===== src/riscv_pkg.sv =====
package riscv_pkg;

    // processor-wide widths
    localparam int ADDR_WIDTH = 32;
    localparam int DATA_WIDTH = 32;

    typedef logic [ADDR_WIDTH-1:0] addr_t;
    typedef logic [DATA_WIDTH-1:0] instr_t;

    // axi read address channel fields
    typedef logic [7:0] axi_len_t;
    typedef logic [2:0] axi_size_t;
    typedef logic [1:0] axi_burst_t;

    // arsize code for 4-byte beats
    localparam axi_size_t AXI_SIZE_4B = 3'b010;

    // incrementing burst
    localparam axi_burst_t AXI_BURST_INCR = 2'b01;

endpackage


===== src/icache_pkg.sv =====
package icache_pkg;

    // cache geometry
    localparam int ICACHE_WAY_NUM = 2;
    localparam int ICACHE_SET_NUM = 16;
    localparam int ICACHE_LINE_SIZE = 32;

    // address split, low bits first
    localparam int ICACHE_BYTE_OFFSET = 2;
    localparam int ICACHE_LINE_OFFSET = 3;
    localparam int ICACHE_INDEX_WIDTH = 4;
    localparam int ICACHE_TAG_WIDTH = riscv_pkg::ADDR_WIDTH - ICACHE_INDEX_WIDTH
                                      - ICACHE_LINE_OFFSET - ICACHE_BYTE_OFFSET;

    // 4-byte beats per line refill
    localparam int ICACHE_BEATS = ICACHE_LINE_SIZE / 4;

    typedef logic [ICACHE_TAG_WIDTH-1:0] tag_t;
    typedef logic [ICACHE_INDEX_WIDTH-1:0] index_t;
    typedef logic [ICACHE_LINE_OFFSET-1:0] word_off_t;
    typedef logic [ICACHE_LINE_SIZE*8-1:0] line_t;

    // register bus
    typedef logic [1:0] reg_addr_t;
    typedef logic [31:0] reg_data_t;

    localparam reg_addr_t REG_CTRL = 2'd0;
    localparam reg_addr_t REG_HIT_CNT = 2'd1;
    localparam reg_addr_t REG_MISS_CNT = 2'd2;

endpackage


===== src/icache_ctrl_regs.sv =====
module icache_ctrl_regs (
    input  logic                  clk,
    input  logic                  rst_n,
    input  logic                  reg_we,
    input  icache_pkg::reg_addr_t reg_addr,
    input  icache_pkg::reg_data_t reg_wdata,
    input  logic                  hit_event,
    input  logic                  miss_event,
    output icache_pkg::reg_data_t reg_rdata,
    output logic                  cache_enable,
    output logic                  invalidate
);
    import icache_pkg::*;

    logic      enable_q;
    reg_data_t hit_cnt_q;
    reg_data_t miss_cnt_q;

    always_ff @(posedge clk or negedge rst_n) begin
        if (!rst_n) begin
            enable_q   <= 1'b1;
            invalidate <= 1'b0;
        end else begin
            // bit 1 is write-one, pulses for one cycle
            invalidate <= reg_we && (reg_addr == REG_CTRL) && reg_wdata[1];
            if (reg_we && reg_addr == REG_CTRL) begin
                enable_q <= reg_wdata[0];
            end
        end
    end

    // saturating counters, any write clears
    always_ff @(posedge clk or negedge rst_n) begin
        if (!rst_n) begin
            hit_cnt_q  <= '0;
            miss_cnt_q <= '0;
        end else begin
            if (reg_we && reg_addr == REG_HIT_CNT) begin
                hit_cnt_q <= '0;
            end else if (hit_event && hit_cnt_q != '1) begin
                hit_cnt_q <= hit_cnt_q + 1'b1;
            end
            if (reg_we && reg_addr == REG_MISS_CNT) begin
                miss_cnt_q <= '0;
            end else if (miss_event && miss_cnt_q != '1) begin
                miss_cnt_q <= miss_cnt_q + 1'b1;
            end
        end
    end

    always_comb begin
        case (reg_addr)
            REG_CTRL:     reg_rdata = reg_data_t'(enable_q);
            REG_HIT_CNT:  reg_rdata = hit_cnt_q;
            REG_MISS_CNT: reg_rdata = miss_cnt_q;
            default:      reg_rdata = '0;
        endcase
    end

    assign cache_enable = enable_q;

endmodule


===== config.mk =====
export PLATFORM = sky130hd
export DESIGN_NAME = icache_ctrl_regs
export DESIGN_NICKNAME = d
export VERILOG_FILES = /design/src/riscv_pkg.sv /design/src/icache_pkg.sv /design/src/icache_ctrl_regs.sv
export SDC_FILE = /design/constraint.sdc
export NUM_CORES = 1
export LEC_CHECK = 0
export BUFFER_PORTS_ARGS = -buffer_cell sky130_fd_sc_hd__buf_2
export CAP_MARGIN = 20
export CORE_MARGIN = 2
export CORE_UTILIZATION = 40
export CTS_CLUSTER_SIZE = 20
export DETAILED_ROUTE_END_ITERATION = 6
export MAX_ROUTING_LAYER = met4
export SYNTH_ARGS = -nofsm -noshare
export SYNTH_HDL_FRONTEND = slang
export SYNTH_SLANG_ARGS = --single-unit
export TNS_END_PERCENT = 30

===== constraint.sdc =====
create_clock -name clk -period 2.54 [get_ports clk]
set_input_delay 0.254 -clock clk [delete_from_list [all_inputs] [get_ports clk]]
set_output_delay 0.254 -clock clk [all_outputs]
set_load 0.02 [all_outputs]

Yosys cells after proc, flatten, opt, wreduce, memory -nomap -nowiden:

Index checks and enable logic that the tools add are counted.

* register bits: 66
* input bits: 39
* output and inout bits: 34

* add/subtract/negate cells: 2
* equality and inequality tests: 4
* multiplexer cells: 5
* reductions and logical operators: 9

Operators by type and width (count)
* 32-bit 2-to-1 mux: 4
* 32-bit one-hot mux with 3 select lines: 1
* 32-bit by 1-bit adder with 32-bit output, second input constant: 2
* 32-bit != test, second input constant: 2
* 1-bit logical AND: 6
* 2-bit nonzero test: 2
* 2-bit by 1-bit equality test with 1-bit output, second input constant: 1
* 2-bit equality test, second input constant: 1
* 2-bit zero test: 1

Logic depth before layout (Yosys ltp):

Gate-level depths: netlist of the first run.

* depth after elaboration: 4
* gate-level depth with buffers: 7
* gate-level depth less buffers: 6

Worst setup path before layout of the first run:

OpenSTA, ideal clock, no wires.

* path kind: reg-to-reg
* from: reg hit_cnt_q[0]
* to: reg hit_cnt_q[22]
* setup time: 0.120 ns
* data arrival time: 1.932 ns
* data required time: 2.420 ns
* path slack: 0.488 ns
* stages on the path, launching flop included: 8
* path buffers: 1
* clock period less this slack: 2.052 ns
* cell sequence: dfrtp_1 -> ha_1 -> inv_1 -> or4_1 -> buf_2 -> a211oi_2 -> a31oi_1 -> a41o_1

* cells in the longest elaborated chain, start to end: 3
* elaborated cells between the ends (all ways): 6
* those cells by class: add/sub (1); eq/ne (1); mux (2); reduce/logical (2)

Ends and longest elaborated chain
* from (decl): RTL line icache_ctrl_regs.sv:16 `reg_data_t hit_cnt_q;`
* from (signal assigned): RTL line icache_ctrl_regs.sv:41 `hit_cnt_q <= hit_cnt_q + 1'b1;`
* 32-bit by 1-bit adder with 32-bit output / 32-bit != test (equally long branches): RTL line icache_ctrl_regs.sv:41, icache_ctrl_regs.sv:40
* 32-bit 2-to-1 mux / 1-bit logical AND (equally long branches): RTL line icache_ctrl_regs.sv:40 `end else if (hit_event && hit_cnt_q != '1) begin`
* 32-bit 2-to-1 mux / 2-bit nonzero test (equally long branches)

Parallel ways exist; a longest one is shown, timed or not. The select of a mux whose other input is x is not followed.
A chain may end at the register's enable or synchronous reset.

Worst setup path after layout of the first run:

Ends and elaborated chain as after synthesis.

==> results, run 1 <==
- The flow ran to the end, and the final reports show no timing, DRC or antenna violations.
- Before CTS, the worst setup slack after placement is 0.1965 ns.
- The worst stage delay on the critical path is 0.72 ns.
- The fmax is 422.8 MHz.
- STA classifies the critical path endpoint as a flip-flop.
- The final critical path takes up 93.12% of the cycle.
- The count of hold-fix buffers inserted at cts is 1.
- Setup violations remaining at the end of the flow were counted as 0.
- After global routing the overflow that remains totals 0.
- The number of hold violations in the final report is 0.
- The via count of the first global-routing pass was 3476.
- The tightest slew margin relative to the limit is 55.98%.
- The area growth from synthesis to final layout is 13.03%.
- The leading cell type by number of instances after synthesis is dfrtp_1.
- Max-cap violations in this run came to 0.
- The TritonCTS clock tree is built.
- The filler cells instantiated in the layout total 987.
- The number of enable-type register cells in the synthesized netlist is 0.
- The number of CTS-inserted buffers is 9.
- The critical path goes through ha_1 -> inv_1 -> or4_1 -> a211oi_2 -> a31oi_1 -> a41o_1.
- The routed wirelength normalized by instance count is 17.27 um.
- During synthesis, Yosys emitted a total of 0 warnings.
- The worst min-delay path category is in2reg.
- After synthesis the netlist holds a flip-flop and latch count of 66.
- The starting DRC count in detailed routing is 181.
- In this run the mean area of a mapped cell was 8.971 um^2.
- After layout, the worst setup slack is 0.1747 ns.
- The number of I/O pins is 73.
- The clock reaches the later pin of the worst-skew pair after 0.35 ns.
- The clock arrives with 0.005382 ns of skew.
- Summing over every cut layer, the via total after detailed routing is 3727.
- The post-synthesis sequential area ratio is 40.58%.
- After detailed placement, the total cell area comes to 4441 um^2.
- Setup repair after global routing left no endpoint under its margin.
- The wire length of the first global-routing pass is 17.57 mm.
- The cell count after synthesis came out at 454.
- The starting density of the core is 41.48%.
- The number of antenna repair diodes is 0.
- The cell at the root of the clock tree is clkbuf_8.
- The wire length after detailed routing is 10.88 mm.
- The remaining routing DRC violations is 0.
- At the pin with the least slew margin, the transition time is 0.6573 ns.
- In the synthesized netlist, the cells that appear most often are 65 x dfrtp_1, 43 x a21oi_1, 40 x nand2_1.
- The maximum number of pins on one net before global-route repair is 62.
- The post-route setup TNS is 0 ns.
- The proportion of netlist area held by the largest area contributor is 39.94%.
- In this run, placement finished with an instance count of 615.
- The floorplan die height is 104.9 um.
- The data required time at the worst endpoint is 2.78 ns.
- The routed design could run at a clock period as short as 2.365 ns.
- Ranked by total cell area, the synthesized netlist is headed by dfrtp_1 40%, a22o_1 6.7%, a21oi_1 5.3%.
- The total routing usage reported by global routing is 20.61%.
- Data on the critical path arrives at its endpoint at 2.60 ns.
- The worst setup slack for register-to-register paths is 0.17 ns.
- The utilization after layout is 46.88%.
- The initial antenna violation count came to 0.
- The clock passes through at most 2 buffers.
- The cell area that synthesis handed to floorplanning was 4073 um^2.
- The async set-or-reset flop fraction in the synthesized netlist is 100.0%.
- The area inside the core boundary is 9819 um^2.
- The worst setup path is launched from a flip-flop.
- Cells with a size suffix above 1 make up 16.90% of the layout.
- During placement, the flow inserted port buffers numbering 42.
- dfrtp_1 takes more of the synthesized area than any other cell.
- The number of detailed-routing iterations run before antenna repair is 4.
- The detail-routed via count per cell is 5.916.
- The net count of the mapped netlist is 495.
- The number of resized instances in the post-cts repair step is 0.
- The number of setup buffers added after CTS is 0.
- VDD sags by at most 0.1915 mV.
- The site row count is 36.
- The post-layout instance count excluding filler cells is 630.
- The most used flip-flop cell after synthesis is dfrtp_1.
- The count of pins over their slew limit is 0.
- Of all nets on the critical path, the largest fanout is 7.
- The floorplan step set the die width to 104.9 um.
- The critical path is of the reg2reg type.
- The slowest stage of the critical path is the or4_1 cell.
- The global placement routability congestion is 0.8930.
- In this run the power density over the cells is 497.7 nW/um^2.
- The die outline area is 11010 um^2.
- The sink count of the clock tree is 66.
- The half-perimeter wire length after placement is 7.769 mm.
- Once layout is done, the placed cells without fillers occupy 4603 um^2.
- The clock-pin slew reported for the worst setup and hold paths after clock tree synthesis is 0.07 ns.
- The CTS H-tree depth is 3.
- The leakage dissipation is 0.001935 uW.
- After the last flow step, the layout net total stands at 535.
- The residual antenna-violating net count after detailed routing is 0.
- The number of different library cells in the post-synthesis netlist is 53.
-- layer usage --
metal / part of all wire (%) / vias up / wire (um) / track usage [%]
met2: 50 / 50 / 5454 / 31.96
met1: 45 / 1847 / 4931 / 27.22
li1: - / 1820 / - / -
met3: 3.2 / 10 / 349 / 3.556
met5: 0 / - / 0 / -
met4: 1.3 / 0 / 143 / 7.429
-- critical path, delay by kind of cell, from the launching register on --
family,cells,cell delay [ns]
fa+ha+maj,1,0.28
simple gates,1,0.72
flops,1,0.45
buf+inv,1,0.09
compound gates,3,0.70
-- power by group --
group / internal, uW / switching [uW] / leakage (uW)
Clock: 372 / 390 / 0.0000766
Sequential: 1110 / 110 / 0.000909
Combinational: 117 / 190 / 0.000950
-- worst paths after layout --
path	startpoint	to	cells after the start
worst max-delay path	hit_cnt_q[0]	hit_cnt_q[22]	6
worst min-delay path	reg_wdata[1]	invalidate	2
worst max register to register	hit_cnt_q[0]	hit_cnt_q[22]	6
worst min register to register	miss_cnt_q[15]	miss_cnt_q[15]	2
max in group asynchronous	rst_n	cache_enable	3
min in group asynchronous	rst_n	hit_cnt_q[27]	2
-- through the flow --
stage / total power (uW) / hold WS, ns
2_1_floorplan: 1418 / -0.04159
3_3_place_gp: 1541 / 0.09385
3_5_place_dp: 1551 / 0.09669
4_1_cts: 2318 / 0.1036
5_1_grt: 2406 / 0.1179
6_report: 2291 / 0.1151
-- kinds of logic (layout without fill, tap and decap cells) --
logic type / count (synthesis) / in the layout / share of synthesized area, %
AOI/OAI and AO/OA: 136 / 136 / 22.86
xor gates and xnor gates: 12 / 12 / 2.581
muxes: 7 / 7 / 1.751
and+or+nand+nor: 198 / 198 / 28.11
buffers and inverters: 33 / 76 / 3.502
DFF: 66 / 66 / 40.58
adders and majority gates: 2 / 2 / 0.6143
-- sequential cells by signal, indices dropped and copies added, names as in the netlist --
register,count
invalidate,1
cache_enable,1
miss_cnt_q,32
hit_cnt_q,32
-- cells in the final DEF, fill, tap and decap left out, drive strengths merged, types with 9 or more instances in the layout --
master,count
dfrtp,65
nand2,40
a22o,31
a21oi,43
nand4,24
nand3,19
and3,9
o31ai,14
or4,16
or3,27
buf,54
clkbuf,14
o21ai,31
nor2,23
-- final cells by class --
cell class              count  area (um^2)  area share [%]
clock buffers              14        152.6           3.316
inverters                   7        26.28          0.5708
multi-input cells         355         2282           49.58
flip-flops and latches     66         1653           35.91
well taps                 133        166.4           3.615
repair buffers             55        322.8           7.013
(Power assumes the default switching activity.)
==> run 2, diff against run 1 <==
Clock period 2.54 ns to 2.8 ns, I/O delays scaled along.
==> results, run 2 (synthesis gave the netlist of run 1 again) <==
- The combinational share of power is 13.5% (about the same).
- The clock-pin slew reported for the worst setup and hold paths after clock tree synthesis is 0.07 ns (about the same).
- The number of maximum-capacitance violations came to 0 (unchanged).
- The biggest fanout along the worst timing path is 7 (unchanged).
- The worst-skew pair later-pin latency is 0.34 ns (about the same).
- The number of hold violations in the final report came to 0 (unchanged).
- The clock network fraction of total power is 32.8% (-0.5 points).
- STA classifies the critical path endpoint as a flip-flop.
- The deepest clock path buffer count is 2 (unchanged).
- The worst setup slack before clock tree synthesis came to 0.4295 ns (+0.2330 ns).
- The CTS H-tree depth is 3 (unchanged).
- The residual overflow from global routing was 0 (unchanged).
- The area inside the core boundary came to 9819 um^2 (unchanged).
- The count of buffering cells on the critical path with inverters included is 1 (unchanged).
- The detail-routed via count per cell is 6.037 (+2.0%).
- The buffers inserted during post-CTS setup optimization is 0 (unchanged).
- The total routing usage reported by global routing came to 20.71% (+0.098 points).
- The depth of the worst hold-timing path is 2 (unchanged).
- The number of resized instances in the post-cts repair step is 0 (unchanged).
- The remaining routing DRC violations came to 0 (unchanged).
- The largest registers in the layout are hit_cnt_q (32), miss_cnt_q (32).
- The post-route setup TNS is 0 ns (unchanged).
- Setup repair after global routing left no endpoint under its margin.
- The floorplan die height is 104.9 um (unchanged).
- The site row count is 36 (unchanged).
- The count of pins over their slew limit is 0 (unchanged).
- The final period demand of the worst path is 2.391 ns (+0.02576 ns).
- The signal on the critical path passes through ha_1 -> inv_1 -> or4_1 -> a211oi_2 -> a31oi_1 -> a41o_1.
- For this design, the slowest cell found on the critical path is or4_1.
- The utilization after layout was 46.60% (-0.28 points).
- The width of the chip was 104.9 um (unchanged).
- The global placement routability congestion came to 0.8596 (-3.7%).
- By startpoint and endpoint, the worst setup path is classified as reg2reg.
- The tightest slew margin relative to the limit is 55.17% (-0.81 points).
- The smallest setup slack after layout is 0.4089 ns (+0.2342 ns).
- The fmax was 418.2 MHz (-1.1%).
- In this run the worst hold path is classified as in2reg.
- The top cell types in the final layout, fill and taps aside, are 65 x dfrtp_1, 43 x a21oi_1, 42 x buf_2.
- The register share of total power was 53.6% (+0.3 points).
- The number of detailed-routing iterations run before antenna repair is 5 (+1).
- Clock tree synthesis selected as its root buffer the cell clkbuf_8.
- The wire length of the first global-routing pass is 17.84 mm (+1.5%).
- The switching share of power is 31.01% (+0.91 points).
- The leakage dissipation is 0.001921 uW (-0.69%).
- STA classifies the critical path startpoint as a flip-flop.
- The wire length after detailed routing came to 10.80 mm (-0.69%).
- The via count of the first global-routing pass is 3594 (+3.4%).
- The area growth from synthesis to layout is 12.35%.
- The sink count of the clock tree is 66 (unchanged).
- The routed wirelength normalized by instance count is 17.20 um (-0.37%).
- The internal power summed over all cells is 1432 uW (-11%).
- The cell count along the critical path is 6 (unchanged).
- The net count reported at finish is 531 (-0.75%).
- The maximum number of pins on one net before global-route repair was 67 (+8.1%).
- The initial antenna violation count came to 0 (unchanged).
- The half-perimeter wire length after placement came to 7.711 mm (-0.75%).
- The number of antenna repair diodes is 0 (unchanged).
- The total vias in the final route came to 3791 (+1.7%).
- The starting density of the core is 41.48% (unchanged).
- The final worst-path cycle share is 85.39% (-7.7 points).
- The number of port buffers is 42 (unchanged).
- The most common library cell in the layout ignoring fill and taps is dfrtp_1.
- The count of cells along the worst register-to-register path is 6 (unchanged).
- The total power after layout is 2075 uW (-9.4%).
- The kind of cell with the highest combined delay along the critical path is simple AND/OR/NAND/NOR gates.
- The worst flop-to-flop path startpoint is hit_cnt_q[0].
- The total of endpoints with negative setup slack in the final report is 0 (unchanged).
- The starting DRC count in detailed routing came to 193 (+6.6%).
- The pin slew with the least headroom to its limit is 0.6693 ns (+0.01206 ns).
- The data arrival time of the worst path is 2.62 ns (+0.02 ns).
- The die outline area is 11010 um^2 (unchanged).
- The first element of the critical path is hit_cnt_q[0].
- The data required time at the worst endpoint is 3.03 ns (+0.25 ns).
- The flow ran to the end, and the final reports show no timing, DRC or antenna violations.
- The net switching component of the power is 643.4 uW (-6.7%).
- The post-route cell area is 4576 um^2 (-0.60%).
- The clock skew after layout is 0.008390 ns (+0.003008 ns).
- TritonCTS built the clock tree.
- The worst vdd rail ir drop is 0.2275 mV (+19%).
- The worst stage delay on the critical path was 0.71 ns (about the same).
- The number of I/O pins is 73 (unchanged).
- The placed cell area is 4410 um^2 (-0.68%).
- The share of cells above drive strength 1 is 16.77% (-0.13 points).
- The number of CTS-inserted buffers came to 9 (unchanged).
- The residual antenna-violating net count after detailed routing is 0 (unchanged).
- The worst min-delay path startpoint is reg_wdata[1].
- The cell area power density is 453.5 nW/um^2 (-8.9%).
[run 2: changes by cell type in the layout (fill, tap and decap cells not counted), sizes merged]
cell | previous run | this run
clkbuf | 14 | 12
clkinv | 0 | 4
buf | 54 | 50
[run 2: path summary, 6_finish.rpt]
check                                 end  slack [ns]
max in group asynchronous    cache_enable        1.98
hold reg to reg            miss_cnt_q[15]        0.57
setup reg to reg            hit_cnt_q[22]        0.41
setup / recovery            hit_cnt_q[22]        0.41
min in group asynchronous   hit_cnt_q[21]        0.47
hold / removal                 invalidate        0.15
[run 2: area by class of cell]
class,instances,area [um^2]
clock inverters,4,20.02
well taps,133,166.4
repair buffers,51,292.8
flip-flops and latches,66,1653
inverters,7,26.28
fillers,1001,5244
clock buffers,12,135.1
multi-input cells,355,2282
[run 2: metrics by stage]
| step | instances | hold slack, ns |
|---|---|---|
| floorplan | 454 | -0.01559 |
| global placement | 611 | 0.3358 |
| detailed placement | 611 | 0.3312 |
| CTS | 628 | 0.1469 |
| global route | 628 | 0.1676 |
| finish | 628 | 0.1538 |
[run 2: power groups by stage]
stage | sequential, uW | clock, uW | combinational (uW)
6_report | 1110 | 681 | 280
5_1_grt | 1130 | 735 | 322
4_1_cts | 1110 | 695 | 285
3_5_place_dp | 1130 | 0 | 282
3_3_place_gp | 1130 | 0 | 276
2_1_floorplan | 1100 | 0 | 189
[run 2: layer usage]
| metal | track usage [%] | vias up | routed length (um) |
|---|---|---|---|
| li1 | - | 1814 | - |
| met1 | 28.04 | 1864 | 4886 |
| met2 | 31.26 | 92 | 5226 |
| met3 | 2.807 | 21 | 457 |
| met4 | 8.667 | 0 | 232 |
| met5 | - | - | 0 |
[run 2: timing repair]
item | in CTS | in global routing
hold buffers | 1 | 0
endpoints found under the hold margin | 65 | 0
endpoints found under the setup margin | 0 | 0
==> run 3, diff against run 2 <==
Settings changed: CTS_BUF_LIST from default to sky130_fd_sc_hd__clkbuf_16.
==> results, run 3 (synthesis gave the netlist of run 1 again) <==
- The global placement routability congestion is 0.8596 (unchanged).
- The residual overflow from global routing is 0 (unchanged).
- The sink count of the clock tree is 66 (unchanged).
- The half-perimeter wire length after placement is 7.711 mm (unchanged).
- In this run the worst hold path is classified as in2reg.
- The deepest clock path buffer count was 2 (unchanged).
- The final worst-path cycle share was 86.49% (+1.1 points).
- The number of CTS-inserted buffers was 9 (unchanged).
- The maximum number of pins on one net before global-route repair was 67 (unchanged).
- The count of hold-fix buffers inserted at cts is 1 (unchanged).
- The smallest hold slack was 0.1750 ns (+0.02119 ns).
- The combinational share of power is 11.8% (-1.7 points).
- The die outline area is 11010 um^2 (unchanged).
- The cell area power density came to 508.8 nW/um^2 (+12%).
- The wire length after detailed routing is 10.87 mm (+0.58%).
- The total vias in the final route was 3843 (+1.4%).
- The number of maximum-capacitance violations was 0 (unchanged).
- The number of resized instances in the post-cts repair step was 0 (unchanged).
- The worst-skew pair later-pin latency came to 0.33 ns (about the same).
- In the layout the commonest cells are 65 x dfrtp_1, 43 x a21oi_1, 42 x buf_2.
- The clock network fraction of total power is 41.3% (+8.5 points).
- The width of the chip was 104.9 um (unchanged).
- The share of cells above drive strength 1 was 16.77% (unchanged).
- The fmax came to 412.9 MHz (-1.3%).
- The via count of the first global-routing pass is 3572 (-0.61%).
- The worst stage delay on the critical path is 0.71 ns (about the same).
- The critical path is of the reg2reg type.
- TritonCTS built the clock tree.
- The library cell used most frequently in the layout, excluding fill and tap cells, is dfrtp_1.
- The remaining routing DRC violations was 0 (unchanged).
- The number of I/O pins is 73 (unchanged).
- The cell sitting at the root of the clock tree is a clkbuf_16.
- On the critical path, the stage with the largest delay is an instance of or4_1.
- The data required time at the worst endpoint came to 3.01 ns (-0.02 ns).
- The number of hold violations in the final report is 0 (unchanged).
- The net switching component of the power is 680.1 uW (+5.7%).
- The net count reported at finish is 531 (unchanged).
- The number of detailed-routing iterations run before antenna repair is 5 (unchanged).
- The total of endpoints with negative setup slack in the final report is 0 (unchanged).
- The register share of total power was 46.9% (-6.7 points).
- The routed wirelength normalized by instance count is 17.30 um (+0.58%).
- The CTS H-tree depth was 3 (unchanged).
- The leakage dissipation is 0.001980 uW (+3.1%).
- The data arrival time of the worst path is 2.63 ns (about the same).
- The post-route setup TNS is 0 ns (unchanged).
- The area inside the core boundary came to 9819 um^2 (unchanged).
- The count of buffering cells on the critical path with inverters included is 1 (unchanged).
- The site row count is 36 (unchanged).
- The total routing usage reported by global routing is 20.72% (about the same).
- The worst vdd rail ir drop is 0.2967 mV (+30%).
- The residual antenna-violating net count after detailed routing was 0 (unchanged).
- The endpoint type of the worst setup path is a flip-flop.
- The starting DRC count in detailed routing is 227 (+18%).
- The pin slew with the least headroom to its limit is 0.6800 ns (+0.01062 ns).
- The switching share of power is 28.58% (-2.4 points).
- The buffers inserted during post-CTS setup optimization is 0 (unchanged).
- The initial antenna violation count is 0 (unchanged).
- The worst setup path is launched from a flip-flop.
- The number of port buffers is 42 (unchanged).
- Relative to the synthesized area, the layout overhead comes to 14.84%.
- The tightest slew margin relative to the limit is 54.46% (-0.71 points).
- The detail-routed via count per cell is 6.119 (+1.4%).
- The biggest fanout along the worst timing path is 7 (unchanged).
- Broken down by cell family, the worst path's largest delay share belongs to compound AO/OA/AOI/OAI gates.
- The run finished with clean final reports.
- The largest registers in the layout are hit_cnt_q (32), miss_cnt_q (32).
- The starting density of the core came to 41.48% (unchanged).
- The number of inserted filler cells in the final layout is 999 (-0.20%).
- The wire length of the first global-routing pass came to 17.93 mm (+0.54%).
- Traced cell by cell, the critical path runs through ha_1 -> inv_1 -> or4_1 -> a211oi_2 -> a31oi_1 -> a41o_1.
- The count of pins over their slew limit came to 0 (unchanged).
- The internal power summed over all cells is 1699 uW (+19%).
- The floorplan die height came to 104.9 um (unchanged).
- The clock-pin slew reported for the worst setup and hold paths after clock tree synthesis is 0.05 ns (-0.02 ns).
- Setup repair after global routing left no endpoint under its margin.
- The number of antenna repair diodes is 0 (unchanged).
- The final period demand of the worst path is 2.422 ns (+0.03073 ns).
- The clock skew after layout is 0.007591 ns (-0.0007988 ns).
==> run 3: cell count changes in the layout (fill, tap and decap cells not counted), sizes merged <==
cell,before,now
inv,7,10
clkbuf,12,9
==> run 3: metrics by stage <==
step,total power (uW),setup WS (ns),cell area [um^2],instances,util [%]
after global routing,2490,0.2723,4677,628,47.63
after floorplan,1286,0.7477,4073,454,-
after global placement,1401,0.4509,4410,611,44.92
final,2380,0.3782,4677,628,47.63
after detailed placement,1410,0.4295,4410,611,44.92
after CTS,2399,0.3978,4677,628,47.63
==> run 3: power groups by stage <==
| stage | clock [uW] | sequential (uW) | combinational (uW) |
|---|---|---|---|
| 3_5_place_dp | 0 | 1130 | 282 |
| 3_3_place_gp | 0 | 1130 | 276 |
| 4_1_cts | 1000 | 1110 | 286 |
| 6_report | 983 | 1120 | 282 |
| 5_1_grt | 1040 | 1130 | 320 |
| 2_1_floorplan | 0 | 1100 | 189 |
==> run 3: final cells by class <==
| type | instances | area [um^2] | area share, % |
|---|---|---|---|
| Inverter | 7 | 26.28 | 0.5618 |
| Clock buffer | 9 | 225.2 | 4.815 |
| Multi-Input combinational cell | 355 | 2282 | 48.80 |
| Clock inverter | 7 | 31.28 | 0.6688 |
| Tap cell | 133 | 166.4 | 3.558 |
| Timing Repair Buffer | 51 | 292.8 | 6.260 |
| Sequential cell | 66 | 1653 | 35.34 |
==> run 3: worst paths after layout <==
path	depth (start not counted)	from	slack [ns]	to
setup / recovery	6	hit_cnt_q[0]	0.38	hit_cnt_q[22]
hold / removal	2	reg_wdata[1]	0.18	invalidate
setup reg to reg	6	hit_cnt_q[0]	0.38	hit_cnt_q[22]
hold reg to reg	2	miss_cnt_q[15]	0.57	miss_cnt_q[15]
max in group asynchronous	3	rst_n	1.95	cache_enable
min in group asynchronous	3	rst_n	0.51	hit_cnt_q[27]
==> run 3: layer usage <==
metal / GRT usage (%) / routed length (um)
met5: - / 0
met4: 7.810 / 190
met3: 2.807 / 384
met2: 31.63 / 5299
met1: 28.13 / 4991
