### config.mk
export PLATFORM = sky130hd
export DESIGN_NAME = axi_read_master
export DESIGN_NICKNAME = d
export VERILOG_FILES = /design/src/riscv_pkg.sv /design/src/icache_pkg.sv /design/src/axi_read_master.sv
export SDC_FILE = /design/constraint.sdc
export NUM_CORES = 1
export LEC_CHECK = 0
export BUFFER_PORTS_ARGS = -buffer_cell sky130_fd_sc_hd__buf_2
export CORE_ASPECT_RATIO = 0.75
export CORE_MARGIN = 5
export CORE_UTILIZATION = 50
export CTS_BUF_LIST = sky130_fd_sc_hd__clkbuf_2
export DETAILED_ROUTE_END_ITERATION = 6
export PLACE_DENSITY = 0.79
export SLEW_MARGIN = 30
export SYNTH_ARGS = -nofsm -noshare
export SYNTH_HDL_FRONTEND = slang
export SYNTH_SLANG_ARGS = --single-unit
### constraint.sdc
create_clock -name clk -period 12.1 [get_ports clk]
set_clock_uncertainty 0.1 [all_clocks]
set_input_delay 2.42 -clock clk [delete_from_list [all_inputs] [get_ports clk]]
set_output_delay 2.42 -clock clk [all_outputs]
set_load 0.005 [all_outputs]
### src/riscv_pkg.sv
package riscv_pkg;

    // processor-wide widths
    localparam int ADDR_WIDTH = 32;
    localparam int DATA_WIDTH = 32;

    typedef logic [ADDR_WIDTH-1:0] addr_t;
    typedef logic [DATA_WIDTH-1:0] instr_t;

    // axi read address channel fields
    typedef logic [7:0] axi_len_t;
    typedef logic [2:0] axi_size_t;
    typedef logic [1:0] axi_burst_t;

    // arsize code for 4-byte beats
    localparam axi_size_t AXI_SIZE_4B = 3'b010;

    // incrementing burst
    localparam axi_burst_t AXI_BURST_INCR = 2'b01;

endpackage

### src/icache_pkg.sv
package icache_pkg;

    // cache geometry
    localparam int ICACHE_WAY_NUM = 2;
    localparam int ICACHE_SET_NUM = 16;
    localparam int ICACHE_LINE_SIZE = 32;

    // address split, low bits first
    localparam int ICACHE_BYTE_OFFSET = 2;
    localparam int ICACHE_LINE_OFFSET = 3;
    localparam int ICACHE_INDEX_WIDTH = 4;
    localparam int ICACHE_TAG_WIDTH = riscv_pkg::ADDR_WIDTH - ICACHE_INDEX_WIDTH
                                      - ICACHE_LINE_OFFSET - ICACHE_BYTE_OFFSET;

    // 4-byte beats per line refill
    localparam int ICACHE_BEATS = ICACHE_LINE_SIZE / 4;

    typedef logic [ICACHE_TAG_WIDTH-1:0] tag_t;
    typedef logic [ICACHE_INDEX_WIDTH-1:0] index_t;
    typedef logic [ICACHE_LINE_OFFSET-1:0] word_off_t;
    typedef logic [ICACHE_LINE_SIZE*8-1:0] line_t;

    // register bus
    typedef logic [1:0] reg_addr_t;
    typedef logic [31:0] reg_data_t;

    localparam reg_addr_t REG_CTRL = 2'd0;
    localparam reg_addr_t REG_HIT_CNT = 2'd1;
    localparam reg_addr_t REG_MISS_CNT = 2'd2;

endpackage

### src/axi_read_master.sv
module axi_read_master (
    input  logic                  clk,
    input  logic                  rst_n,
    input  logic                  req_valid,
    input  riscv_pkg::addr_t      req_addr,
    input  logic                  arready,
    input  logic                  rvalid,
    input  riscv_pkg::instr_t     rdata,
    input  logic                  rlast,
    output logic                  resp_valid,
    output icache_pkg::line_t     resp_data,
    output logic                  arvalid,
    output riscv_pkg::addr_t      araddr,
    output riscv_pkg::axi_len_t   arlen,
    output riscv_pkg::axi_size_t  arsize,
    output riscv_pkg::axi_burst_t arburst,
    output logic                  rready
);
    import riscv_pkg::*;
    import icache_pkg::*;

    typedef enum logic [1:0] {
        IDLE,
        AR,
        R
    } state_t;

    state_t    state_q, state_d;
    addr_t     addr_q;
    word_off_t beat_q;
    line_t     line_q;
    logic      beat;

    assign beat = (state_q == R) && rvalid && rready;

    always_comb begin
        state_d = state_q;
        case (state_q)
            IDLE:    if (req_valid) state_d = AR;
            AR:      if (arready) state_d = R;
            R:       if (beat && rlast) state_d = IDLE;
            default: state_d = IDLE;
        endcase
    end

    always_ff @(posedge clk or negedge rst_n) begin
        if (!rst_n) begin
            state_q    <= IDLE;
            beat_q     <= '0;
            resp_valid <= 1'b0;
        end else begin
            state_q    <= state_d;
            resp_valid <= beat && rlast;
            if (state_q == IDLE) begin
                beat_q <= '0;
            end else if (beat) begin
                beat_q <= beat_q + 1'b1;
            end
        end
    end

    // request address and line buffer
    always_ff @(posedge clk) begin
        if (state_q == IDLE && req_valid) begin
            addr_q <= req_addr;
        end
        if (beat) begin
            line_q[beat_q*DATA_WIDTH +: DATA_WIDTH] <= rdata;
        end
    end

    assign resp_data = line_q;

    assign arvalid = (state_q == AR);
    assign araddr  = addr_q;
    assign arlen   = axi_len_t'(ICACHE_BEATS - 1);
    assign arsize  = AXI_SIZE_4B;
    assign arburst = AXI_BURST_INCR;
    assign rready  = (state_q == R);

    a_ar_stable: assert property (@(posedge clk) disable iff (!rst_n)
        arvalid && !arready |=> arvalid && $stable(araddr));

    // slave must end the burst on the eighth beat
    a_rlast_beat: assert property (@(posedge clk) disable iff (!rst_n)
        beat |-> rlast == (beat_q == word_off_t'(ICACHE_BEATS - 1)));

endmodule

# Word-level counts from Yosys, hierarchy flattened
# Cells that the tools add are included.
[totals]
regBits = 294
input_bits = 70
output_inout_bits = 304
[classes]
add_sub_neg = 2
eq_ne = 5
shifts = 2
muxes = 7
n_reduce_logical = 7
[op_table]
columns = ["cell", "n"]
rows = [
  ["$bwmux 256", 1],
  ["$shift 32x34->256 const A", 1],
  ["$shiftx 32x34->256", 1],
  ["$neg 8->34", 1],
  ["$mux 2", 3],
  ["$mux 3", 2],
  ["$pmux 2 s3", 1],
  ["$logic_and 1x1->1", 4],
  ["$ne 2x2->1 const B", 2],
  ["$add 3x1->3 const B", 1],
  ["$reduce_and 3->1", 1],
  ["$eq 2x1->1 const B", 1],
  ["$eq 2x2->1 const B", 1],
  ["$logic_not 2->1", 1],
  ["$ne 2x1->1 const B", 1],
  ["$reduce_bool 2->1", 1],
]

# Depth between registers and ports, before layout
# Gate-level depths: netlist of run 1.
[depth]
ltp_word = 6
mapped_depth = 8

# Worst setup path after synthesis of run 1
# OpenSTA, ideal clock, no wires.
[synth_timing]
path_type = "input -> register"
from = "input rvalid"
to = "register line_q[224] (netlist: resp_data[224]) (enable)"
setup_time_ns = 0.501
arrival_time_ns = 5.680
required_ns = 11.499
path_slack_ns = 5.818
stages = 2
path_buffers = 0
cell_sequence = "nand4bb_1 nor4_1"
[synth_via]
elab_chain_len = 2
[synth_rtl]
columns = ["element", "line_no", "text"]
rows = [
  ["start: declaration", "axi_read_master.sv:7", "input logic rvalid,"],
  ["$logic_and 1x1->1 (2 in a row)", "axi_read_master.sv:34", "assign beat = (state_q == R) && rvalid && rready;"],
  ["end signal: indexed assignment", "axi_read_master.sv:68", "line_q[beat_q*DATA_WIDTH +: DATA_WIDTH] <= rdata;"],
  ["end: declaration", "axi_read_master.sv:31", "line_t line_q;"],
]
# No other way between the ends.
# A chain may end at the register's enable or synchronous reset.

==> results.txt, run 1 <==
* Core outline area: between 20,000 and 25,000 µm²
- Number of antenna violations at the first check in global routing: 2
- The die covers 25,200 µm².
- At the end of the flow the core is filled with cells to 0.636.
- Result of the run: completed
- Setup violations remaining at the end of the flow were counted as 0.
- A synthesized cell averages about 17 µm².
- H-tree depth: 3
* CTS tree: built
* Cell with the largest stage delay on the worst path: sky130_fd_sc_hd__and3_2
* Share of cells above drive strength 1: 0.458
* Number of storage elements in the synthesis netlist: approximately 290
* Summed negative setup slack over all endpoints: 0 ns
- Unrepaired setup endpoints after global routing: no
* Power per cell area: around 160 nW/µm²
- Gate count after technology mapping: 640
* Cell count of the worst reg-to-reg path: 6
- In this run, the number of DRC markers left after iteration 0 of detailed routing was between 400 and 500.
* Most common cell in the netlist: sky130_fd_sc_hd__edfxtp_1
- At the worst endpoint, the arrival time is between 4 and 5 ns.
- Worst endpoint required time: about 12 ns
- Post-detailed-route wirelength per cell: roughly 21 µm
- The number of setup buffers added after CTS is 0.
* Skew-Pair Late Insertion Delay: about 0.79 ns
- Sort of element at the end of the critical path: flip-flop
- Top cell types by occurrence after synthesis: sky130_fd_sc_hd__edfxtp_1 (288), sky130_fd_sc_hd__and2_1 (244), sky130_fd_sc_hd__and3_1 (15)
* CP most frequent cell: sky130_fd_sc_hd__ha_1
- Critical path class: flip-flop to flip-flop
- Based on the critical path, the design can be clocked at up to roughly 0.23 GHz.
* Number of nets in the layout: around 1,100
* Delay contributed by the slowest stage of the critical path: roughly 0.89 ns
* Worst slack at placement: about 7.3 ns
- Max clock buf depth: 3
* DRC: 0
* Path type of the worst min-delay path: flip-flop to flip-flop
- Before antenna repair, the detailed router went through 5 iterations.
- Clock-pin slew was measured on the worst setup and hold paths at 0.12 ns.
* Cell taking the most area after synthesis: sky130_fd_sc_hd__edfxtp_1
- Vias in the first global route: slightly below 7,000
- The tree is rooted in a sky130_fd_sc_hd__clkbuf_2.
* Final period utilization: 0.364
- I/O pin count: ~370
* Placed wire-length estimate: 19.9 mm
- The worst path needs 4.40 ns of the cycle, external delays included.
- Worst-case headroom to the max-slew limit: 0.379
- The final layout contains routed wiring with a total length of approximately 29 mm.
- The synthesized design contains 288 enable-type register cells.
* Critical R2R Capture: resp_data[22]
- The share of the Yosys chip area taken by registers is 0.796.
* Crit path from: beat_q[0]
* Worst R2R Start: beat_q[0]
* Area growth, synth to finish: 26.2%
* Num rows: 47
- Max-slew violation count: 0
- Number of sinks driven by the clock tree: about 300
- Netlist Area Pre-Place: 11,100 µm²
- Number of maximum-capacitance violations: 0
- The congestion estimate from routability-driven global placement came to approximately 0.80.
- Critical path startpoint category: flip-flop
* Worst setup endpoint: resp_data[22]
- Number of buffers added by the clock tree synthesis step: a little over 70
- The critical path goes through clkinv_1, ha_1, ha_1, nor2_1, and4_4, and3_2.
- Post-DRT Antenna Nets: 0
- Maximum fanout along the worst path: 33
- The die is 139 µm tall.
* Number of distinct library cell variants in the gate-level netlist after synthesis: 33
- After synthesis, the share of flip-flops with an asynchronous set or reset is 0.0204.
* Cell leakage power: approximately 5.8 nW
- Post-cts gate resize count: 0
* Initial core utilization: 0.504
- Worst voltage drop across the vdd grid: between 0.1 and 0.15 mV
* CTS hold repair buffers: 0
- Entering global routing, the biggest net connects 34 pins.
- Post-route setup slack: around 7.7 ns
- Final hold violation count: 0
- Number of warnings reported in the yosys synthesis log: 0
- Primary flip-flop cell chosen by synthesis mapping: sky130_fd_sc_hd__edfxtp_1
* Global router's overall resource usage: 0.226
* Slack of the worst reg-to-reg path: between 7 and 8 ns
- Port-buffer cells: between 300 and 400
- Wire length of the first global-routing pass: around 43 mm
* Count of vias placed by the detailed router: about 7,000
* GRT overflow: 0
- Using the TritonRoute via totals, the vias-per-cell ratio works out to 4.90.
- Area share of the largest cell type after synthesis: 0.782
- Die Wd: around 180 µm
- At the pin with the least slew margin, the transition time is ~0.93 ns.
- After synthesis, the cell types taking the most area are sky130_fd_sc_hd__edfxtp_1 (78%), sky130_fd_sc_hd__and2_1 (14%), sky130_fd_sc_hd__dfrtp_1 (1.4%).
==> worst max-delay path: cells and delay by family (launching register included) <==
family / cells / cell delay, ns
adder cells (fa/ha/maj): 2 / 0.83
flip-flops: 1 / 0.83
buffers and inverters: 1 / 0.51
AND/OR/NAND/NOR: 3 / 1.73
==> stage by stage <==
stage / power (mW) / hold slack (ns) / instance area, µm² / std cells
4_1_cts: 2.23 / 0.498 / 13900 / 1404
2_1_floorplan: 1.43 / 0.431 / 11100 / 651
6_report: 2.21 / 0.495 / 14000 / 1407
3_5_place_dp: 1.55 / 0.470 / 13200 / 1282
5_1_grt: 2.32 / 0.541 / 14000 / 1407
3_3_place_gp: 1.54 / 0.468 / 13200 / 1278
==> power breakdown <==
group,switching (mW),internal (mW)
combinational,0.196,0.118
clock,0.385,0.292
sequential,0.0253,1.19
total,0.606,1.60
==> area by class of cell <==
class / instances / area (µm²)
inverter: 5 / 18.8
sequential: 294 / 8800
multi-input combinational: 315 / 2110
timing repair buffer: 376 / 1980
clock inverter: 18 / 154
tap: 294 / 368
fill: 1649 / 7980
clock buffer: 104 / 520
antenna: 1 / 2.50
==> cells by family after synthesis <==
kind of cell | after synthesis | share of synthesized area
DFF | 294 | 0.796
adders and majority gates | 4 | 0.00453
other | 2 | 0.000679
and+or+nand+nor | 291 | 0.172
AOI/OAI and AO/OA | 7 | 0.00475
buffers and inverters | 42 | 0.0222
==> how the worst min path moves through the flow <==
| stage | startpoint | to | slack [ns] | depth (start not counted) |
|---|---|---|---|---|
| after floorplan | beat_q[1] | beat_q[1] | 0.43 | 1 |
| after CTS | beat_q[1] | beat_q[1] | 0.50 | 1 |
| final | beat_q[1] | beat_q[1] | 0.49 | 1 |
| after global routing | beat_q[1] | beat_q[1] | 0.54 | 1 |
| after detailed placement | beat_q[1] | beat_q[1] | 0.47 | 1 |
| after global placement | beat_q[1] | beat_q[1] | 0.47 | 1 |
==> per-layer routing <==
metal	track usage	wire length [µm]	vias to the layer above
met5	0	11	-
met4	0.0730	526	2
met3	0.0999	3340	44
met2	0.355	13900	364
met1	0.283	11400	3362
li1	-	-	3127
==> cells in the final DEF (no fill, tap or decap), drive strengths merged <==
| cell | synthesis | layout |
|---|---|---|
| a21oi | 1 | 1 |
| nor3b | 1 | 1 |
| conb | 2 | 13 |
| and4 | 1 | 1 |
| nor4 | 4 | 4 |
| dfrtp | 6 | 6 |
| and2 | 244 | 244 |
| nor2 | 9 | 9 |
| nor3 | 4 | 4 |
| nand4bb | 1 | 1 |
| bufinv | 0 | 3 |
| a21o | 3 | 3 |
| clkinv | 1 | 15 |
| nor2b | 4 | 4 |
| ha | 4 | 4 |
| inv | 4 | 5 |
| diode | 0 | 1 |
| nand2 | 4 | 4 |
| buf | 18 | 376 |
| o22ai | 1 | 1 |
| clkbuf | 19 | 104 |
| a32o | 1 | 1 |
| and3 | 15 | 15 |
| nand2b | 3 | 3 |
| or3 | 1 | 1 |
| edfxtp | 288 | 288 |
| a22o | 1 | 1 |
==> registers in the layout, summed over array words and instances (netlist names) <==
signal      cells
resp_data     256
araddr         32
beat_q          3
state_q         2
resp_valid      1
Power figures use the tool's default switching activity.
==> run 2: changes to the inputs <==
--- a/config.mk
+++ b/config.mk
@@ -5,6 +5,7 @@
 export SDC_FILE = /design/constraint.sdc
 export NUM_CORES = 1
 export LEC_CHECK = 0
+export ABC_AREA = 1
 export BUFFER_PORTS_ARGS = -buffer_cell sky130_fd_sc_hd__buf_2
 export CORE_ASPECT_RATIO = 0.75
 export CORE_MARGIN = 5
==> constraint.sdc (replaced) <==
create_clock -name clk -period 4.15 [get_ports clk]
set_clock_uncertainty 0.1 [all_clocks]
set_input_delay 0.83 -clock clk [delete_from_list [all_inputs] [get_ports clk]]
set_output_delay 0.83 -clock clk [all_outputs]
set_load 0.005 [all_outputs]
==> run 2 against run 1 <==
Maximum frequency grew 31%; power increased to 3.1 times the previous value; sequential cell count did not move; routed wire length is 16% higher; worst hold slack worse by 0.37 ns; via count up 16%; largest cell class unchanged.
==> results.txt, run 2 <==
* Netlist Area Pre-Place: 11,100 µm² (about the same)
* Max FFs per register: 256 (unchanged)
- The endpoint of the worst hold-timing path is araddr[17] (was beat_q[1]).
* Final hold violation count: 0 (unchanged)
- The launching point of the worst reg2reg path is beat_q[0] (unchanged).
- The maximum root-to-sink buffer count came to 3 (unchanged).
* Share of synthesized flip-flops with an asynchronous set or reset: 0.0204 (unchanged)
- Gate count after technology mapping: 809 (was 640)
- Num rows: 47 (unchanged)
* Die Ht: 139 µm (about the same)
- The quantity of hold-fixing buffers added after cts came to 1 (was 0).
* Top cell types by occurrence after synthesis: sky130_fd_sc_hd__edfxtp_1 (288), sky130_fd_sc_hd__nor2_1 (231), sky130_fd_sc_hd__nand3_1 (65) (was sky130_fd_sc_hd__edfxtp_1 (288), sky130_fd_sc_hd__and2_1 (244), sky130_fd_sc_hd__and3_1 (15))
- Number of buffers added by the clock tree synthesis step: 70 (was 71)
* Power per cell area: 495 nW/µm² (was 158 nW/µm²)
- The vias per cell was 5.16 (was 4.90).
- The number of detailed-routing iterations run before antenna repair came to 6 (was 5).
- The all-layer global routing usage was 0.261 (was 0.226).
- The maximum fanout along the worst path was 34 (was 33).
* Most common cell after layout, fill and taps aside: sky130_fd_sc_hd__buf_2 (unchanged)
- The cell type with the largest total area after synthesis was sky130_fd_sc_hd__edfxtp_1 (unchanged).
- Worst-case headroom to the max-slew limit: 0.356 (was 0.379)
- The total of max-cap violations is 0 (unchanged).
- The clock latency on the worst-skew pair came to 0.77 ns (was 0.79 ns).
- The transition at the pin with the smallest max-transition slack came to 0.964 ns (was 0.932 ns).
* Number of enable flip-flop cells after synthesis: 288 (unchanged)
* DR iter-0 viols: 757 (was 488)
- Cell types occupying the most area after synthesis: sky130_fd_sc_hd__edfxtp_1 (78%), sky130_fd_sc_hd__nor2_1 (7.8%), sky130_fd_sc_hd__nand3_1 (2.9%) (was sky130_fd_sc_hd__edfxtp_1 (78%), sky130_fd_sc_hd__and2_1 (14%), sky130_fd_sc_hd__dfrtp_1 (1.4%))
- The number of global-route vias before repair was 7,975 (was 6,925).
- The dominant register cell in the synthesized netlist is sky130_fd_sc_hd__edfxtp_1 (unchanged).
- Result of the run: completed (unchanged).
- The endpoint arrival time on the critical path is 3.64 ns (was 4.65 ns).
- The number of resized instances in the post-cts repair step was 0 (unchanged).
- The layout overhead on the synthesized area is 25.0% (was 26.2%).
- Post-DRT Antenna Nets: 0 (unchanged)
- The number of slew-limit violations in the final report was 0 (unchanged).
- Number of antenna violations at the first check in global routing: 2 (unchanged)
- Beginning of the worst hold path: req_addr[17] (was beat_q[1])
- The startpoint type of the worst setup path is a flip-flop (unchanged).
* Most common cell in the netlist: sky130_fd_sc_hd__edfxtp_1 (unchanged)
* Critical path class: flip-flop to flip-flop (unchanged)
* DRC: 0 (unchanged)
- The post-detailed-placement half-perimeter wirelength was 22.9 mm (was 19.9 mm).
- Count of vias placed by the detailed router: 7,975 (was 6,899)
* Final worst path period need: 3.35 ns (was 4.40 ns)
- GRT overflow: 0 (unchanged)
* Cell leakage power: 6.13 nW (was 5.83 nW)
* RePlAce Congestion: 0.885 (was 0.796)
* Number of distinct library cell variants in the gate-level netlist after synthesis: 21 (was 33)
- Buffer count from post-CTS setup fixing: 0 (unchanged)
- CTS root buffer: sky130_fd_sc_hd__clkbuf_2 (unchanged)
- CTS tree: built (unchanged)
- The number of clock sinks is 294 (unchanged).
* I/O pin count: 374 (unchanged)
* Worst hold path cell count: 1 (unchanged)
- Number of nets in the layout: 1,282 (was 1,137)
- The total setup violations reported at the end of the flow came to 0 (unchanged).
- The starting utilization of the core area is 0.506 (was 0.504).
* Port-buffer cells: 360 (unchanged)
- The first-pass GRT wire length is 49.0 mm (was 42.9 mm).
* Maximum number of pins on one net before global-route repair: 65 (was 34)
- The endpoint type of the worst setup path is a flip-flop (unchanged).
- The achievable frequency is 0.299 GHz (was 0.227 GHz).
* Share of cells above drive strength 1: 0.413 (was 0.458)
- The total die area was 25,300 µm² (was 25,200 µm²).
- The CTS H-tree depth came to 3 (unchanged).
* Path type of the worst min-delay path: input pin to flip-flop (was flip-flop to flip-flop)
- Core outline area: 21,900 µm² (unchanged)
- Commonest cells after routing, fill and taps aside: sky130_fd_sc_hd__buf_2 (360), sky130_fd_sc_hd__edfxtp_1 (288), sky130_fd_sc_hd__nor2_1 (222) (was sky130_fd_sc_hd__buf_2 (360), sky130_fd_sc_hd__edfxtp_1 (288), sky130_fd_sc_hd__and2_1 (244))
- Post-detailed-route wirelength per cell: 21.8 µm (was 20.7 µm)
- Unrepaired setup endpoints after global routing: no (unchanged).
* Total area of multi-input combinational cells: 1920 µm² (was 2110 µm²)
* Die Wd: 182 µm (about the same)
- The register bit total from synthesis is 294 (unchanged).
- The register-to-register setup slack came to 0.80 ns (was 7.70 ns).
- Total detailed-routing wirelength: 33.6 mm (was 29.1 mm)
- Worst voltage drop across the vdd grid: 0.408 mV (was 0.127 mV)
- Clock-pin slew of the registers on the worst-case setup and hold paths: 0.10 ns (was 0.12 ns)
- Final period utilization: 0.807 (was 0.364)
- The area fraction of the dominant cell type after synthesis was 0.779 (was 0.782).
* Worst endpoint required time: 4.44 ns (was 12.35 ns)
- The setup slack at placement came to 0.839 ns (was 7.29 ns).
- Filler Cell Count: 1,740 (was 1,649)
- The endpoint of the lowest-slack register-to-register path is resp_data[203] (was resp_data[22]).
- The least setup slack across all paths after layout came to 0.802 ns (was 7.70 ns).
* Sequential-to-total area share from yosys stat: 0.793 (was 0.796)
- The total number of yosys warnings came to 0 (unchanged).
- The average cell area after synthesis came to 13.7 µm² (was 17.3 µm²).
- The utilization after layout came to 0.633 (was 0.636).
* Summed negative setup slack over all endpoints: 0 ns (unchanged)
- Cell count of the worst reg-to-reg path: 7 (was 6)
- Sequential cell area in the final layout: 8800 µm² (unchanged)
- The post-route worst hold slack is 0.121 ns (was 0.495 ns).
run 2: cell count changes after synthesis, sizes merged, moves of 4 or more:
cell | before | now
nor2 | 9 | 231
nor2b | 4 | 0
nor4 | 4 | 0
nand3 | 0 | 65
and2 | 244 | 0
buf | 18 | 50
and3 | 15 | 0
nor3 | 4 | 47
clkbuf | 19 | 9
inv | 4 | 55
nand2 | 4 | 44
run 2: worst max path at each step:
stage          startpoint        endpoint  slack [ns]
2_1_floorplan   beat_q[0]    resp_data[0]        0.63
3_3_place_gp    beat_q[0]  resp_data[219]        0.93
3_5_place_dp    beat_q[0]  resp_data[206]        0.84
4_1_cts         beat_q[0]  resp_data[214]        0.79
5_1_grt         beat_q[0]  resp_data[186]        0.56
6_report        beat_q[0]  resp_data[203]        0.80
run 2: cell type report:
cell class                 instances  area share
sequential                       294       0.634
inverter                          56      0.0151
tap                              294      0.0265
antenna                            1    0.000180
timing repair buffer             375       0.141
clock buffer                     100      0.0361
multi-input combinational        411       0.139
clock inverter                    14     0.00830
run 2: metal layers:
metal | wire (µm) | track usage | vias to the layer above
met5 | 13 | 0 | -
met4 | 1320 | 0.103 | 2
met3 | 4210 | 0.101 | 83
met2 | 15800 | 0.411 | 531
met1 | 12300 | 0.328 | 3775
li1 | - | - | 3584
run 2: logic make-up (layout without fill, tap and decap cells):
| kind of cell | Yosys count | in the layout | synth area share |
|---|---|---|---|
| XOR/XNOR | 1 | 1 | 0.000789 |
| AO/OA/AOI/OAI | 4 | 4 | 0.00203 |
| adder cells (fa/ha/maj) | 4 | 4 | 0.00451 |
| buffers and inverters | 115 | 545 | 0.0464 |
| AND/OR/NAND/NOR | 389 | 389 | 0.153 |
| flip-flops | 294 | 294 | 0.793 |
| other | 2 | 14 | 0.000677 |
run 2: metrics by stage:
stage,std cells,instance area [µm²],power (mW)
after global placement,1427,13200,5.01
after detailed placement,1427,13200,5.05
final,1545,13900,6.86
after floorplan,820,11100,4.50
after CTS,1542,13800,6.90
after global routing,1545,13900,7.23
run 2: worst max-delay path, cell delays in order, from the launching register on:
cell	delay, ns
sky130_fd_sc_hd__dfrtp_1	0.64
sky130_fd_sc_hd__inv_2	0.17
sky130_fd_sc_hd__ha_4	0.20
sky130_fd_sc_hd__ha_2	0.31
sky130_fd_sc_hd__clkinv_1	0.06
sky130_fd_sc_hd__buf_4	0.33
sky130_fd_sc_hd__nand3_1	0.33
sky130_fd_sc_hd__nor2_4	0.82
run 2: power breakdown:
part           switching [mW]  total [mW]  internal, mW
sequential             0.0486        3.50          3.45
clock                    1.10        1.86         0.762
combinational            1.18        1.50         0.325
total                    2.32        6.86          4.54
==> run 3: changes to the inputs <==
--- a/config.mk
+++ b/config.mk
@@ -5,14 +5,14 @@
 export SDC_FILE = /design/constraint.sdc
 export NUM_CORES = 1
 export LEC_CHECK = 0
-export ABC_AREA = 1
+export ABC_AREA = 0
 export BUFFER_PORTS_ARGS = -buffer_cell sky130_fd_sc_hd__buf_2
 export CORE_ASPECT_RATIO = 0.75
 export CORE_MARGIN = 5
-export CORE_UTILIZATION = 50
+export CORE_UTILIZATION = 47
 export CTS_BUF_LIST = sky130_fd_sc_hd__clkbuf_2
 export DETAILED_ROUTE_END_ITERATION = 6
-export PLACE_DENSITY = 0.79
+export PLACE_DENSITY = 0.78
 export SLEW_MARGIN = 30
 export SYNTH_ARGS = -nofsm -noshare
 export SYNTH_HDL_FRONTEND = slang
==> constraint.sdc (replaced) <==
create_clock -name clk -period 2.8 [get_ports clk]
set_clock_uncertainty 0.1 [all_clocks]
set_input_delay 0.56 -clock clk [delete_from_list [all_inputs] [get_ports clk]]
set_output_delay 0.56 -clock clk [all_outputs]
set_load 0.005 [all_outputs]
==> run 3 against run 2 <==
Utilization rose by 0.49 points; cell area up 6.0%; power rose by 41%; sequential share of layout area is 3.6 points lower; worst setup slack worse by 0.63 ns; register-to-register slack worse by 0.63 ns; routed wire length down 4.8%; clock power is 48% higher; maximum frequency grew 28%; global-route usage decreased by 2.0 points; sequential power increased by 50%.
==> results.txt, run 3 (same netlist as run 1, synthesis figures left out) <==
- Number of antenna violations at the first check in global routing: 1 (was 2)
- Die Ht: 143 µm (was 139 µm)
- Placed cell areas: 13,400 µm² (was 13,200 µm²)
* Result of the run: completed (unchanged)
- Number of maximum-capacitance violations: 0 (unchanged)
- The buffers inserted during post-CTS setup optimization came to 0 (unchanged).
* Post-detailed-route wirelength per cell: 21.4 µm (was 21.8 µm)
- RePlAce Congestion: 0.806 (was 0.885)
* Number of detailed-route iterations in the first pass: 5 (was 6)
* Max-slew violation count: 0 (unchanged)
- The number of clock buffers inserted by TritonCTS was 72 (was 70).
* Wire length of the first global-routing pass: 48.4 mm (was 49.0 mm)
- Post-DRT Antenna Nets: 0 (unchanged)
- The endpoint arrival time on the critical path was 2.94 ns (was 3.64 ns).
- The endpoint type of the worst setup path is a flip-flop (unchanged).
* Worst voltage drop across the vdd grid: 0.612 mV (was 0.408 mV)
- The achievable frequency came to 0.381 GHz (was 0.299 GHz).
- The type of the worst setup path is flip-flop to flip-flop (unchanged).
* Number of sinks driven by the clock tree: 294 (unchanged)
- The maximum root-to-sink buffer count came to 3 (unchanged).
- The layout overhead on the synthesized area came to 33.0% (was 25.0%).
- Final Setup Violations: 0 (unchanged)
- Worst endpoint required time: 3.12 ns (was 4.44 ns)
* Via count normalized by instance count: 4.86 (was 5.16)
- Cell count of the worst reg-to-reg path: 7 (unchanged)
- Commonest cells after routing, fill and taps aside: sky130_fd_sc_hd__buf_2 (360), sky130_fd_sc_hd__edfxtp_1 (288), sky130_fd_sc_hd__and2_1 (244) (was sky130_fd_sc_hd__buf_2 (360), sky130_fd_sc_hd__edfxtp_1 (288), sky130_fd_sc_hd__nor2_1 (222))
- Slew @ Worst Pin: 0.806 ns (was 0.964 ns)
* Placed wire-length estimate: 20.9 mm (was 22.9 mm)
- The path category of the worst min-delay check is input pin to flip-flop (unchanged).
- The startpoint type of the worst setup path was a flip-flop (unchanged).
- The area used by sequential logic in the layout came to 8800 µm² (unchanged).
* Worst R2R Start: beat_q[0] (unchanged)
- Beginning of the worst hold path: rdata[18] (was req_addr[17])
- The ratio of total power to cell area is 658 nW/µm² (was 495 nW/µm²).
* Worst-case headroom to the max-slew limit: 0.461 (was 0.356)
- Net switching power figure: 2.78 mW (was 2.32 mW)
- Switching share of power: 0.288 (was 0.339)
- The total number of vias came to 7,265 (was 7,975).
- Unrepaired setup endpoints after global routing: no (unchanged)
* H-tree depth: 3 (unchanged)
* Combinational group share of total power: 0.173 (was 0.219)
- The leakage power of the design is 6.16 nW (was 6.13 nW).
- Slack of the worst reg-to-reg path: 0.18 ns (was 0.80 ns)
- The endpoint of the worst hold-timing path was resp_data[178] (was araddr[17]).
* Vias in the first global route: 7,801 (was 7,975)
- Final worst path period need: 2.62 ns (was 3.35 ns)
* Core outline area: 23,100 µm² (was 21,900 µm²)
- The CTS tree is built (unchanged).
- The fraction of final layout cells with drive strength greater than 1 came to 0.436 (was 0.413).
- The sum of routed wire length over all layers was 32.0 mm (was 33.6 mm).
- Max FFs per register: 256 (unchanged)
- The width of the die came to 187 µm (was 182 µm).
- The register share of total power came to 0.541 (was 0.510).
- The final cell area excluding filler cells came to 14,700 µm² (was 13,900 µm²).
- Total area of multi-input combinational cells: 2180 µm² (was 1920 µm²)
- Filler Cell Count: 1,704 (was 1,740)
- Global router's overall resource usage: 0.241 (was 0.261)
- The number of top-level pins is 374 (unchanged).
- The total die area was 26,700 µm² (was 25,300 µm²).
* Most common cell after layout, fill and taps aside: sky130_fd_sc_hd__buf_2 (unchanged)
- GRT overflow: 0 (unchanged)
- Maximum number of pins on one net before global-route repair: 34 (was 65)
- Num rows: 48 (was 47)
* Port-buffer cells: 360 (unchanged)
- The clock latency on the worst-skew pair is 0.75 ns (was 0.77 ns).
- The endpoint of the lowest-slack register-to-register path is resp_data[130] (was resp_data[203]).
- DRC: 0 (unchanged)
- The internal power summed over all cells was 6.90 mW (was 4.54 mW).
* Worst hold path cell count: 2 (was 1)
* CTS root buffer: sky130_fd_sc_hd__clkbuf_2 (unchanged)
- The first-iteration detailed-routing DRC count came to 574 (was 757).
* Summed negative setup slack over all endpoints: 0 ns (unchanged)
- The maximum fanout along the worst path was 20 (was 34).
- The clock slew seen by the registers of the worst setup and hold paths came to 0.12 ns (was 0.10 ns).
- The total count of hold-check failures in the final report was 0 (unchanged).
- Final period utilization: 0.937 (was 0.807)
* Initial core utilization: 0.479 (was 0.506)
* Number of nets in the layout: 1,213 (was 1,282)
- The power share of the clock group came to 0.285 (was 0.271).
-- run 3: cell types whose count changed in the layout (fill, tap and decap cells not counted), sizes merged, moves of 4 or more --
cell	previous run	this run
nor2	231	9
and2	0	244
nand3	65	0
inv	57	6
buf	374	387
nand2	44	4
nor3	47	4
dlygate4sd3	1	64
nor2b	0	4
and3	0	15
nor4	0	4
clkinv	10	23
-- run 3: stage by stage --
step                      utilization  hold slack (ns)  cells  total power, mW  setup WS [ns]
after detailed placement        0.582            0.308   1301             6.91          0.203
after global routing            0.637          0.00117   1494             10.2         0.0940
after CTS                       0.637          0.00715   1493             9.73          0.156
after floorplan                     -            0.164    651             6.30         -0.119
after global placement          0.581            0.301   1300             6.86          0.240
final                           0.638           0.0978   1495             9.68          0.177
-- run 3: layout make-up --
type | count | area share
clock inverters | 27 | 0.00928
repair buffers | 451 | 0.182
diodes | 2 | 0.000340
multi-input cells | 315 | 0.148
inverters | 5 | 0.00213
well taps | 300 | 0.0255
flip-flops and latches | 294 | 0.598
clock buffers | 101 | 0.0344
-- run 3: critical path, cell delays in order (launching register included) --
cell and delay, ns:
sky130_fd_sc_hd__dfrtp_1 0.49, sky130_fd_sc_hd__clkinv_8 0.12, sky130_fd_sc_hd__ha_4 0.19, sky130_fd_sc_hd__ha_4 0.15, sky130_fd_sc_hd__nand4bb_4 0.27, sky130_fd_sc_hd__or3_1 0.50
sky130_fd_sc_hd__nor2_4 0.13, sky130_fd_sc_hd__buf_4 0.33
-- run 3: how the worst max path moves through the flow --
stage	startpoint	endpoint	slack, ns	cells after the start
finish	beat_q[0]	resp_data[130]	0.18	7
CTS	beat_q[0]	resp_data[130]	0.16	7
floorplan	beat_q[0]	resp_data[224]	-0.12	6
global placement	beat_q[0]	resp_data[235]	0.24	6
detailed placement	beat_q[0]	resp_data[145]	0.20	7
global route	beat_q[0]	resp_data[155]	0.09	7
-- run 3: what timing repair did --
action                                 4_1_cts  5_1_grt
gates resized for setup                      0        0
hold buffers                                64        0
endpoints found under the hold margin      201        0
-- run 3: routing by layer --
metal,part of all wire,global-route usage,up-vias
li1,-,-,3272
met1,0.39,0.301,3540
met2,0.48,0.394,403
met3,0.10,0.0894,50
met4,0.023,0.0828,0
met5,0,0,-
-- run 3: power by group through the flow --
stage | logic, mW | clock network, mW | registers [mW]
3_5_place_dp | 1.58 | 0 | 5.33
5_1_grt | 1.80 | 3.11 | 5.26
2_1_floorplan | 0.961 | 0 | 5.34
6_report | 1.68 | 2.76 | 5.24
4_1_cts | 1.66 | 2.84 | 5.23
3_3_place_gp | 1.53 | 0 | 5.33
